File: config.mk
export PLATFORM = sky130hd
export DESIGN_NAME = targetGame
export DESIGN_NICKNAME = d
export VERILOG_FILES = /design/src/gamePkg.sv /design/src/pixelStreamIf.sv /design/src/keyDecoder.sv /design/src/gameEngine.sv /design/src/pixelFifo.sv /design/src/framePlotter.sv /design/src/targetGame.sv
export SDC_FILE = /design/constraint.sdc
export NUM_CORES = 1
export LEC_CHECK = 0
export ABC_AREA = 1
export BUFFER_PORTS_ARGS = -buffer_cell sky130_fd_sc_hd__buf_2
export CAP_MARGIN = 20
export CORE_MARGIN = 5
export CORE_UTILIZATION = 40
export CTS_BUF_LIST = sky130_fd_sc_hd__clkbuf_16
export DETAILED_ROUTE_END_ITERATION = 10
export PLACE_DENSITY_LB_ADDON = 0.05
export SLEW_MARGIN = 25
export SYNTH_ARGS = -nofsm -noshare
export SYNTH_HDL_FRONTEND = slang
export SYNTH_HIERARCHICAL = 1
export SYNTH_SLANG_ARGS = --single-unit
File: constraint.sdc
create_clock -name clk -period 4.3 [get_ports clk]
set_input_delay 0.215 -clock clk [delete_from_list [all_inputs] [get_ports clk]]
set_output_delay 0.215 -clock clk [all_outputs]
set_load 0.02 [all_outputs]
File: src/gamePkg.sv
package gamePkg;

	// pixel coordinates, colour and frame-buffer address
	typedef logic [7:0] xCoord;
	typedef logic [6:0] yCoord;
	typedef logic [2:0] pixelColor;
	typedef logic [14:0] fbAddr;

	// one byte from the keyboard
	typedef logic [7:0] scanCode;

	typedef enum logic [2:0] {
		cmdLeft,
		cmdRight,
		cmdUp,
		cmdDown,
		cmdShoot
	} keyCmd;

	// screen geometry
	localparam int screenWidth = 160;
	localparam int screenHeight = 120;

	// cursor limits and start point
	localparam yCoord cursorMinY = 7'd20;
	localparam xCoord cursorStartX = 8'd80;
	localparam yCoord cursorStartY = 7'd60;

	// target square side, also the timer bar segment size
	localparam int targetSize = 5;
	localparam yCoord timerRow = 7'd11;
	localparam int timerStep = 5;

	// 3-bit RGB
	localparam pixelColor colorBlack = 3'd0;
	localparam pixelColor colorGreen = 3'd2;
	localparam pixelColor colorCyan = 3'd3;
	localparam pixelColor colorYellow = 3'd6;

	// make codes of the arrow keys and space
	localparam scanCode codeLeft = 8'h6B;
	localparam scanCode codeRight = 8'h74;
	localparam scanCode codeUp = 8'h75;
	localparam scanCode codeDown = 8'h72;
	localparam scanCode codeShoot = 8'h29;

	// target hops through these slots, wrapping after the last
	localparam int numSlots = 7;
	localparam xCoord targetSlotX [numSlots] = '{
		8'd25, 8'd55, 8'd85, 8'd25, 8'd55, 8'd85, 8'd55
	};
	localparam yCoord targetSlotY [numSlots] = '{
		7'd25, 7'd25, 7'd25, 7'd75, 7'd75, 7'd75, 7'd50
	};

endpackage

File: src/pixelStreamIf.sv
`timescale 1ns/10ps

interface pixelStreamIf;
	import gamePkg::*;

	logic valid;
	logic ready;
	xCoord x;
	yCoord y;
	pixelColor color;

	// producer side of a pixel write
	modport source (output valid, output x, output y, output color, input ready);

	// consumer side
	modport sink (input valid, input x, input y, input color, output ready);

endinterface

File: src/keyDecoder.sv
`timescale 1ns/10ps

module keyDecoder (
	input logic clk,
	input logic resetn,
	input gamePkg::scanCode scanData,
	input logic scanValid,
	input logic cmdReady,
	output logic scanReady,
	output logic cmdValid,
	output gamePkg::keyCmd cmd
);
	import gamePkg::*;

	keyCmd decoded;
	logic known;
	logic accept;

	// map the five game keys, anything else is dropped
	always_comb
	begin
		decoded = cmdLeft;
		known = 1'b1;
		case (scanData)
			codeLeft: decoded = cmdLeft;
			codeRight: decoded = cmdRight;
			codeUp: decoded = cmdUp;
			codeDown: decoded = cmdDown;
			codeShoot: decoded = cmdShoot;
			default: known = 1'b0;
		endcase
	end

	// single holding slot
	assign scanReady = !cmdValid;
	assign accept = scanValid && scanReady;

	always_ff @(posedge clk)
	begin
		if (!resetn)
			cmdValid <= 1'b0;
		else if (accept && known)
			cmdValid <= 1'b1;
		else if (cmdValid && cmdReady)
			cmdValid <= 1'b0;
	end

	always_ff @(posedge clk)
	begin
		if (accept)
			cmd <= decoded;
	end

endmodule

File: src/gameEngine.sv
`timescale 1ns/10ps

module gameEngine #(
	parameter int tickPeriod = 1000000
) (
	input logic clk,
	input logic resetn,
	input logic start,
	input logic cmdValid,
	input gamePkg::keyCmd cmd,
	output logic cmdReady,
	output logic won,
	output logic lost,
	pixelStreamIf.source pix
);
	import gamePkg::*;

	typedef enum logic [3:0] {
		stIdle,
		stIntroTarget,
		stIntroCursor,
		stPlay,
		stMoveErase,
		stMoveDraw,
		stShoot,
		stTickErase,
		stTickBar,
		stTickDraw,
		stWon,
		stLost
	} engineState;

	engineState state;
	xCoord curX;
	yCoord curY;
	xCoord oldX;
	yCoord oldY;
	xCoord newX;
	yCoord newY;
	xCoord slotX;
	yCoord slotY;
	xCoord timerPos;
	xCoord nextTimer;
	logic [2:0] slot;
	logic [2:0] cx;
	logic [2:0] cy;
	logic [31:0] tickCount;
	logic tickFire;
	logic moveOk;
	logic hit;
	logic pixDone;
	logic sweeping;
	logic sweepLast;

	assign slotX = targetSlotX[slot];
	assign slotY = targetSlotY[slot];
	assign nextTimer = xCoord'(timerPos + xCoord'(timerStep));

	// cursor inside the 5x5 target square
	assign hit = (curX >= slotX) && (curX <= xCoord'(slotX + xCoord'(targetSize - 1)))
		&& (curY >= slotY) && (curY <= yCoord'(slotY + yCoord'(targetSize - 1)));

	// tick wins over a pending key
	assign tickFire = (state == stPlay) && (tickCount == 32'(tickPeriod - 1));
	assign cmdReady = ((state == stPlay) && !tickFire) || (state == stWon) || (state == stLost);
	assign won = (state == stWon);
	assign lost = (state == stLost);

	assign pixDone = pix.valid && pix.ready;
	assign sweeping = (state == stIntroTarget) || (state == stTickErase)
		|| (state == stTickBar) || (state == stTickDraw);
	assign sweepLast = (cx == 3'(targetSize - 1)) && (cy == 3'(targetSize - 1));

	// next cursor position and bound check for a move key
	always_comb
	begin
		newX = curX;
		newY = curY;
		moveOk = 1'b0;
		case (cmd)
			cmdLeft:
			begin
				newX = curX - 8'd1;
				moveOk = (curX != '0);
			end
			cmdRight:
			begin
				newX = curX + 8'd1;
				moveOk = (curX != xCoord'(screenWidth - 1));
			end
			cmdUp:
			begin
				newY = curY - 7'd1;
				moveOk = (curY != cursorMinY);
			end
			cmdDown:
			begin
				newY = curY + 7'd1;
				moveOk = (curY != yCoord'(screenHeight - 1));
			end
			default: ;
		endcase
	end

	// pixel write for the current state, held until it transfers
	always_comb
	begin
		pix.valid = 1'b1;
		pix.x = curX;
		pix.y = curY;
		pix.color = colorYellow;
		case (state)
			stIntroTarget, stTickDraw:
			begin
				pix.x = xCoord'(slotX + xCoord'(cx));
				pix.y = yCoord'(slotY + yCoord'(cy));
				pix.color = colorCyan;
			end
			stTickErase:
			begin
				pix.x = xCoord'(slotX + xCoord'(cx));
				pix.y = yCoord'(slotY + yCoord'(cy));
				pix.color = colorBlack;
			end
			stTickBar:
			begin
				pix.x = xCoord'(timerPos + xCoord'(cx));
				pix.y = yCoord'(timerRow + yCoord'(cy));
				pix.color = colorBlack;
			end
			stMoveErase:
			begin
				pix.x = oldX;
				pix.y = oldY;
				pix.color = colorBlack;
			end
			stIntroCursor, stMoveDraw: pix.color = colorYellow;
			stShoot: pix.color = colorGreen;
			default: pix.valid = 1'b0;
		endcase
	end

	always_ff @(posedge clk)
	begin
		if (!resetn)
		begin
			state <= stIdle;
			curX <= cursorStartX;
			curY <= cursorStartY;
			slot <= '0;
			timerPos <= '0;
			cx <= '0;
			cy <= '0;
			tickCount <= '0;
		end
		else
		begin
			// row-major sweep, x fastest
			if (pixDone && sweeping)
			begin
				if (cx == 3'(targetSize - 1))
				begin
					cx <= '0;
					if (cy == 3'(targetSize - 1))
						cy <= '0;
					else
						cy <= cy + 3'd1;
				end
				else
					cx <= cx + 3'd1;
			end

			case (state)
				stIdle:
					if (start)
						state <= stIntroTarget;
				stIntroTarget:
					if (pixDone && sweepLast)
						state <= stIntroCursor;
				stIntroCursor:
					if (pixDone)
						state <= stPlay;
				stPlay:
				begin
					if (tickFire)
					begin
						tickCount <= '0;
						state <= stTickErase;
					end
					else
					begin
						tickCount <= tickCount + 32'd1;
						if (cmdValid && cmd == cmdShoot)
							state <= stShoot;
						else if (cmdValid && moveOk)
						begin
							oldX <= curX;
							oldY <= curY;
							curX <= newX;
							curY <= newY;
							state <= stMoveErase;
						end
					end
				end
				stMoveErase:
					if (pixDone)
						state <= stMoveDraw;
				stMoveDraw:
					if (pixDone)
						state <= stPlay;
				stShoot:
					if (pixDone)
						state <= hit ? stWon : stPlay;
				stTickErase:
					if (pixDone && sweepLast)
						state <= stTickBar;
				stTickBar:
				begin
					if (pixDone && sweepLast)
					begin
						timerPos <= nextTimer;
						// bar fully erased means the player ran out of time
						if (nextTimer == xCoord'(screenWidth))
							state <= stLost;
						else
						begin
							slot <= (slot == 3'(numSlots - 1)) ? 3'd0 : slot + 3'd1;
							state <= stTickDraw;
						end
					end
				end
				stTickDraw:
					if (pixDone && sweepLast)
						state <= stPlay;
				stWon, stLost: ;
				default: state <= stIdle;
			endcase
		end
	end

endmodule

File: src/pixelFifo.sv
`timescale 1ns/10ps

module pixelFifo #(
	parameter int depth = 16
) (
	input logic clk,
	input logic resetn,
	pixelStreamIf.sink inPix,
	pixelStreamIf.source outPix
);
	import gamePkg::*;

	xCoord memX [depth];
	yCoord memY [depth];
	pixelColor memColor [depth];
	logic [$clog2(depth)-1:0] wrPtr;
	logic [$clog2(depth)-1:0] rdPtr;
	logic [$clog2(depth):0] count;
	logic push;
	logic pop;

	assign inPix.ready = (count != ($clog2(depth) + 1)'(depth));
	assign outPix.valid = (count != '0);
	assign outPix.x = memX[rdPtr];
	assign outPix.y = memY[rdPtr];
	assign outPix.color = memColor[rdPtr];

	assign push = inPix.valid && inPix.ready;
	assign pop = outPix.valid && outPix.ready;

	always_ff @(posedge clk)
	begin
		if (push)
		begin
			memX[wrPtr] <= inPix.x;
			memY[wrPtr] <= inPix.y;
			memColor[wrPtr] <= inPix.color;
		end
	end

	// pointers wrap at depth
	always_ff @(posedge clk)
	begin
		if (!resetn)
		begin
			wrPtr <= '0;
			rdPtr <= '0;
			count <= '0;
		end
		else
		begin
			if (push)
				wrPtr <= (wrPtr == ($clog2(depth))'(depth - 1))
					? '0 : wrPtr + ($clog2(depth))'(1);
			if (pop)
				rdPtr <= (rdPtr == ($clog2(depth))'(depth - 1))
					? '0 : rdPtr + ($clog2(depth))'(1);
			if (push && !pop)
				count <= count + ($clog2(depth) + 1)'(1);
			else if (pop && !push)
				count <= count - ($clog2(depth) + 1)'(1);
		end
	end

endmodule

File: src/framePlotter.sv
`timescale 1ns/10ps

module framePlotter (
	input logic clk,
	input logic resetn,
	input logic plotReady,
	pixelStreamIf.sink pix,
	output gamePkg::fbAddr plotAddr,
	output gamePkg::pixelColor plotColor,
	output logic plotValid
);
	import gamePkg::*;

	fbAddr rowBase;
	fbAddr addr;
	logic accept;

	// take a new write when the output register is empty or leaving
	assign pix.ready = !plotValid || plotReady;
	assign accept = pix.valid && pix.ready;

	// linear address y*160 + x
	assign rowBase = fbAddr'(pix.y) * fbAddr'(screenWidth);
	assign addr = rowBase + fbAddr'(pix.x);

	always_ff @(posedge clk)
	begin
		if (!resetn)
			plotValid <= 1'b0;
		else if (accept)
			plotValid <= 1'b1;
		else if (plotReady)
			plotValid <= 1'b0;
	end

	always_ff @(posedge clk)
	begin
		if (accept)
		begin
			plotAddr <= addr;
			plotColor <= pix.color;
		end
	end

endmodule

File: src/targetGame.sv
`timescale 1ns/10ps

module targetGame #(
	parameter int tickPeriod = 1000000
) (
	input logic clk,
	input logic resetn,
	input logic start,
	input gamePkg::scanCode scanData,
	input logic scanValid,
	input logic plotReady,
	output logic scanReady,
	output gamePkg::fbAddr plotAddr,
	output gamePkg::pixelColor plotColor,
	output logic plotValid,
	output logic won,
	output logic lost
);
	import gamePkg::*;

	keyCmd cmd;
	logic cmdValid;
	logic cmdReady;

	// engine to FIFO, FIFO to plotter
	pixelStreamIf enginePix ();
	pixelStreamIf plotPix ();

	keyDecoder u_keyDecoder (
		.clk(clk),
		.resetn(resetn),
		.scanData(scanData),
		.scanValid(scanValid),
		.cmdReady(cmdReady),
		.scanReady(scanReady),
		.cmdValid(cmdValid),
		.cmd(cmd)
	);

	gameEngine #(.tickPeriod(tickPeriod)) u_gameEngine (
		.clk(clk),
		.resetn(resetn),
		.start(start),
		.cmdValid(cmdValid),
		.cmd(cmd),
		.cmdReady(cmdReady),
		.won(won),
		.lost(lost),
		.pix(enginePix.source)
	);

	pixelFifo #(.depth(16)) u_pixelFifo (
		.clk(clk),
		.resetn(resetn),
		.inPix(enginePix.sink),
		.outPix(plotPix.source)
	);

	framePlotter u_framePlotter (
		.clk(clk),
		.resetn(resetn),
		.plotReady(plotReady),
		.pix(plotPix.sink),
		.plotAddr(plotAddr),
		.plotColor(plotColor),
		.plotValid(plotValid)
	);

endmodule

### Word level (Yosys, flattened, before mapping)

Memory sizes are Yosys's and may differ from the RTL's. A register that Yosys moved wholly into a read port is not among the register bits.
Index checks and enable logic that the tools add are counted.

| operators by class | value |
|---|---|
| add/sub/neg operators | 20 |
| mux-type cells | 45 |
| equal/unequal tests | 40 |
| $mul | 1 |
| shift operators | 0 |
| bitwise logic cells | 5 |
| reductions and logical operators | 51 |
| order comparisons | 5 |
| divide/modulo/power cells | 0 |

Operator list:

| operator | count |
|---|---|
| 4-bit two-way mux | 18 |
| 4-bit one-hot mux with 10 select lines | 1 |
| 32-bit by 1-bit adder with 32-bit output (second input constant) | 1 |
| 32-bit by 20-bit == test with 1-bit output (second input constant) | 1 |
| 8-bit by 7-bit == test with 1-bit output (second input constant) | 4 |
| 32-bit two-way mux | 1 |
| 4-bit == test (second input constant) | 6 |
| 8-bit one-hot mux with 3 select lines | 1 |
| 7-bit one-hot mux with 3 select lines | 1 |
| 1-bit logical AND | 17 |
| 8-bit by 3-bit adder with 8-bit output | 2 |
| 8-bit by 3-bit adder with 8-bit output (second input constant) | 2 |
| 4-bit by 3-bit == test with 1-bit output (second input constant) | 4 |
| 8-bit two-way mux | 2 |
| 8-bit one-hot mux with 2 select lines | 1 |
| 15-bit by 8-bit adder with 15-bit output | 1 |
| 5-bit AND reduction | 3 |
| 7-bit two-way mux | 2 |
| 7-bit one-hot mux with 2 select lines | 1 |
| 3-bit == test (second input constant) | 4 |
| 3-bit one-hot mux with 4 select lines | 1 |
| 7-bit by 3-bit multiplier with 10-bit output (second input constant) | 1 |
| 5-bit two-way mux | 2 |
| 2-bit != test (second input constant) | 5 |
| 49 further kinds | 85 |

| word-level totals | value |
|---|---|
| word-level logic and storage cells | 189 |
| bits of input ports | 13 |
| memories kept | 5 |
| bits in latches | 0 |
| ROM bits | 120 |
| output and inout port bits | 22 |
| flip-flop bits (word level) | 116 |
| RAM bits | 288 |

Memories:

| memory | depth | width | read ports | clocked after memory_dff | write ports | RTL line | RTL |
|---|---|---|---|---|---|---|---|
| u_pixelFifo.memX | 16 | 8 | 1 | 1 | 1 | pixelFifo.sv:13 | `xCoord memX [depth];` |
| u_pixelFifo.memY | 16 | 7 | 1 | 1 | 1 | pixelFifo.sv:14 | `yCoord memY [depth];` |
| (no name shown) | 8 | 8 | 1 | 0 | 0 | gameEngine.sv:55 | `assign slotX = targetSlotX[slot];` |
| (no name shown) | 8 | 7 | 1 | 0 | 0 | gameEngine.sv:56 | `assign slotY = targetSlotY[slot];` |
| u_pixelFifo.memColor | 16 | 3 | 1 | 1 | 1 | pixelFifo.sv:15 | `pixelColor memColor [depth];` |

### Longest topological paths before layout

| logic depth | value |
|---|---|
| depth in word-level cells | 12 |
| mapped depth | 19 |
| mapped depth without buffers | 18 |

### Cells and area by module

Netlist, hierarchy kept.

Modules (own cells, without submodules):

| module | cells each | seq. area each (µm²) | area each (µm²) | instances |
|---|---|---|---|---|
| pixelFifo | 1212 | 8988.6 | 12852.3 | 1 |
| gameEngine | 867 | 1811.7 | 5968.2 | 1 |
| framePlotter | 107 | 560.5 | 1134.8 | 1 |
| keyDecoder | 43 | 110.1 | 280.3 | 1 |

### Least setup slack after synthesis

Ideal clock, no wire load.

| timing | value |
|---|---|
| path kind | register -> register |
| start | register u_keyDecoder.cmd[2] |
| end | register u_gameEngine.oldX[0], enable pin |
| library setup time | 0.426 ns |
| stages on the path, launching flop included | 11 |
| clock period less this slack | 3.445 ns |
| data arrival time | 3.019 ns |
| buffers on the path | 0 |
| data required time | 3.874 ns |
| setup slack | 0.855 ns |
| cells stage by stage | edfxtp_1 > nor2_2 > nand2_1 > ha_1 > nand3_1 > nor3_1 > nand2_1 > nand2_1 > nand2_1 > nand2_1 > nor4_1 |

| between the ends | value |
|---|---|
| cells in the longest elaborated chain, start to end | 4 |
| elaborated cells on any way between the ends | 10 |
| those cells by class | eq/ne: 4; mux: 1; bitwise: 1; reduce/logical: 4 |

RTL lines:

| item | RTL line | RTL |
|---|---|---|
| from (decl) | keyDecoder.sv:11 | `output gamePkg::keyCmd cmd` |
| from (signal assigned) | keyDecoder.sv:51 | `cmd <= decoded;` |
| 3-bit by 2-bit == test with 1-bit output (tied with other cells) | gameEngine.sv:80 | `case (cmd)` |
| 1-bit one-hot mux with 4 select lines / 1-bit logical AND (equally long branches) | gameEngine.sv:80, gameEngine.sv:193 |  |
| 1-bit logical AND / 1-bit NOT (equally long branches) | n/a |  |
| 5-bit AND reduction (no source line) (*) | n/a |  |
| to (signal assigned) | gameEngine.sv:197 | `oldX <= curX;` |
| to (decl) | gameEngine.sv:36 | `xCoord oldX;` |

Mark *: on every way between the ends. The rest lies on a longest branch, timed or not.
A chain may end at the register's enable or synchronous reset.

==> run_results.csv <==
group,metric,value,unit
critical_path,rr_worst_depth,15,
grt,grt_max_degree,88,
sta,max_freq,304,MHz
placement,numPortBuffers,34,
sta,setup_tns,0,ns
critical_path,path_depth,15,
power,clkPwrFrac,0.255,
sta,rsz0062_at_grt,"false",
grt,antenna_found_initial,0,
cells_and_area,drive_gt1_frac,0.104,
cts,clk_latency,0.58,ns
cts,cts_buffer_depth,3,
power,leakage,9.38,nW
critical_path,worstSetupEndpointType,"flop",
synth,synth_common_cells,"701 x nand2_1, 324 x edfxtp_1, 218 x inv_1",
power,p_comb_frac,0.376,
drt,num_vias,15100,
die,ios,35,
power,power.share.switching,0.380,
cts,cts_tree,"built",
critical_path,cp_num_buf_inv,1,
synth,synth_cell_type_count,52,
die,die-height,235,microns
die,die_w,235,microns
min_path,hp-start,"scanValid",
synth,ys_seq_elements,411,
critical_path,crit_required,4.64,ns
sta,setup_viol,0,
synth,synthesis.area,0.0202,sq mm
critical_path,critPathSlowestCell,"inv_2",
drt,drt_pass1_iterations,5,
sta,drv_slew,0,
grt,gr-total-overflow,0,
sta,slew_headroom,0.341,
sta,worst_slew_pin_slew,0.985,ns
synth,synth_top_area_cell,"edfxtp_1",
drt,routed_via_density,5.03,
cts,clkTransAtPathRegs,0.06,ns
cts,cts_inserted_buffers,48,
die,coreArea,0.0501,sq mm
synth,synthCells,2229,
critical_path,ff2ff_setup_slack,1.01,ns
drt,drc,0,
power,p_switching,0.00562,W
synth,yosysMostFrequentCell,"nand2_1",
synth,ys.flop_type,"edfxtp_1",
min_path,holdPathStages,3,
grt,grt_pass1_vias,15000,
synth,ys_warn_count,6,
min_path,min_path_type,"in2reg",
drt,drt-total-wl,54.4,mm
cts,cts-root-buf,"clkbuf_16",
sta,fin_crit,3.29,ns
placement,place_congestion,0.831,
synth,synth_edf_count,324,
cts,cts_max_level,2,
die,num_rows,82,
synth,async_flop_share,0,
die,initial_utilization,0.404,
synth,synthTopCellsByArea,"edfxtp_1 48%, nand2_1 13%, dfxtp_1 8.6%, nand3_1 5.2%, inv_1 4.0%",
power,p_int,0.00917,W
drt,routedWlPerCell,18.1,microns
critical_path,cp_max_fo,39,
power,p_total,0.0148,W
die,die_area,0.0552,sq mm
critical_path,crit_top_cell,"nand2_1",
sta,hold_viol_final,0,
grt,grt_pass1_wl,85.3,mm
critical_path,cp_top_family,"adder cells",
critical_path,critPathLaunchType,"flop",
outcome,status,"finished clean",
synth,yosys.area.top_type_share,0.481,
drt,drt_iter0_drc,937,
critical_path,cp.arrival,3.63,ns
run,maxCapViolCount,0,
sta,min_period_over_period,0.765,
placement,dpl.hpwl,35.1,mm
synth,avgSynthCellArea,9.08,sq um
cts,cts.sinks,411,
critical_path,worstPathCellList,"inv_2 > nor2_1 > o21ai_0 > nand3_1 > nand3_1 > nand2_1 > ha_1 > ha_1 > fa_1 > xor2_2 > nand3_2 > nor2_2 > nand2_1 > nand2_1 > nand2_1",
cells_and_area,fin_nets,2381,
power,p_per_area,647,mW/mm^2
cts,cts-resized-gates,0,
power,share_seq_of_total_power,0.369,
synth,syn_nets,2314,
critical_path,setup.worst_path.class,"reg2reg",
critical_path,max_stage_delay,0.55,ns
drt,ant_nets,0,
synth,ys_seq_area_frac,0.567,
grt,grtUsageTotal,0.194,
power,peakVddDrop,346,uV
cells_and_area,area_growth,13.0,%
sta,fin_skew,0.0197,ns
[layout make-up]
| class | instances | area [sq um] |
|---|---|---|
| antenna | 1 | 2.50 |
| clock buffer | 49 | 1230 |
| clock inverter | 38 | 229 |
| fill | 4938 | 27200 |
| inverter | 238 | 896 |
| multi-input combinational | 1509 | 7580 |
| sequential | 411 | 11500 |
| tap | 672 | 841 |
| timing repair buffer | 88 | 603 |
[flip-flops by register name, indices dropped and copies added (netlist names), 4 cells and up, named ones only]
signal / cells
u_framePlotter/plotAddr: 15
u_gameEngine/curX: 8
u_gameEngine/curY: 7
u_gameEngine/oldX: 8
u_gameEngine/oldY: 7
u_gameEngine/state: 4
u_gameEngine/tickCount: 32
u_gameEngine/timerPos: 8
u_pixelFifo/count: 5
u_pixelFifo/memColor: 48
u_pixelFifo/memX: 128
u_pixelFifo/memY: 112
u_pixelFifo/rdPtr: 4
u_pixelFifo/wrPtr: 4
[cells in the final DEF (no fill, tap or decap), types with 3 or more instances in the layout]
| cell type | count |
|---|---|
| xnor2_1 | 8 |
| nor3_2 | 5 |
| nor2_4 | 3 |
| nor2_2 | 28 |
| nand3b_1 | 6 |
| a211oi_1 | 5 |
| buf_4 | 51 |
| dfxtp_1 | 84 |
| clkbuf_16 | 49 |
| buf_2 | 34 |
| o211ai_1 | 6 |
| nand2_1 | 701 |
| o21ai_0 | 78 |
| a22oi_1 | 9 |
| nand3_1 | 210 |
| inv_1 | 237 |
| nand4_1 | 27 |
| nor3_1 | 33 |
| inv_2 | 15 |
| nand3_2 | 3 |
| or2_2 | 6 |
| ha_1 | 65 |
| nor4_1 | 6 |
| a21oi_2 | 5 |
| a21oi_1 | 74 |
| xor2_1 | 21 |
| nor2_1 | 150 |
| o21ai_1 | 8 |
| nor3b_1 | 3 |
| a21o_1 | 4 |
| nand2_2 | 15 |
| edfxtp_1 | 324 |
| fa_1 | 7 |
| clkinv_1 | 11 |
| clkinv_2 | 7 |
[metrics by stage]
step	instance area, sq um	hold WS [ns]	worst slack, ns	util	std cells
global route	22900	0.0404	0.644	0.456	3005
detailed placement	21400	0.481	1.01	0.427	2917
global placement	21400	0.469	1.04	0.427	2917
floorplan	20200	0.337	0.855	-	2229
finish	22900	0.0639	1.01	0.457	3006
CTS	22900	0.00522	0.996	0.456	3005
[worst paths after layout]
path | end
max reg2reg | u_framePlotter/plotAddr[13]
max | u_framePlotter/plotAddr[13]
min reg2reg | u_gameEngine/tickCount[30]
min | u_keyDecoder/cmd[1]
[power by group through the flow]
| stage | Sequential (W) | Clock, W | Combinational, W |
|---|---|---|---|
| 3_5_place_dp | 0.00555 | 0 | 0.00563 |
| 5_1_grt | 0.00549 | 0.00405 | 0.00632 |
| 2_1_floorplan | 0.00564 | 0 | 0.00374 |
| 3_3_place_gp | 0.00554 | 0 | 0.00564 |
| 4_1_cts | 0.00546 | 0.00390 | 0.00565 |
| 6_report | 0.00546 | 0.00377 | 0.00556 |
[per-layer routing]
layer  share of wire  track usage
met1            0.46        0.263
met2            0.48        0.330
met3           0.039       0.0267
met4           0.020       0.0495
met5               0            0
[logic make-up (layout without fill, tap and decap cells)]
kind of cell	count (synthesis)	after routing	share of synthesized area
AND/OR/NAND/NOR	1203	1203	0.254
flip-flops	411	411	0.567
buffers and inverters	309	413	0.0621
AO/OA/AOI/OAI	202	202	0.0561
adder cells (fa/ha/maj)	72	72	0.0471
XOR/XNOR	31	31	0.0142
other	1	2	0.000185
[what timing repair did]
| item | CTS | global route |
|---|---|---|
| hold endpoints to repair | 1 | 0 |
| setup buffers | 0 | 0 |
| hold buffers | 1 | 0 |
[worst register-to-register path, stage by stage, from the launching register on]
cell and delay, ns:
dfxtp_2 0.32, inv_2 0.55, nor2_1 0.12, o21ai_0 0.10, nand3_1 0.09, nand3_1 0.10
nand2_1 0.12, ha_1 0.31, ha_1 0.24, fa_1 0.43, xor2_2 0.23, nand3_2 0.13
nor2_2 0.14, nand2_1 0.06, nand2_1 0.06, nand2_1 0.05
(Power assumes the default switching activity.)
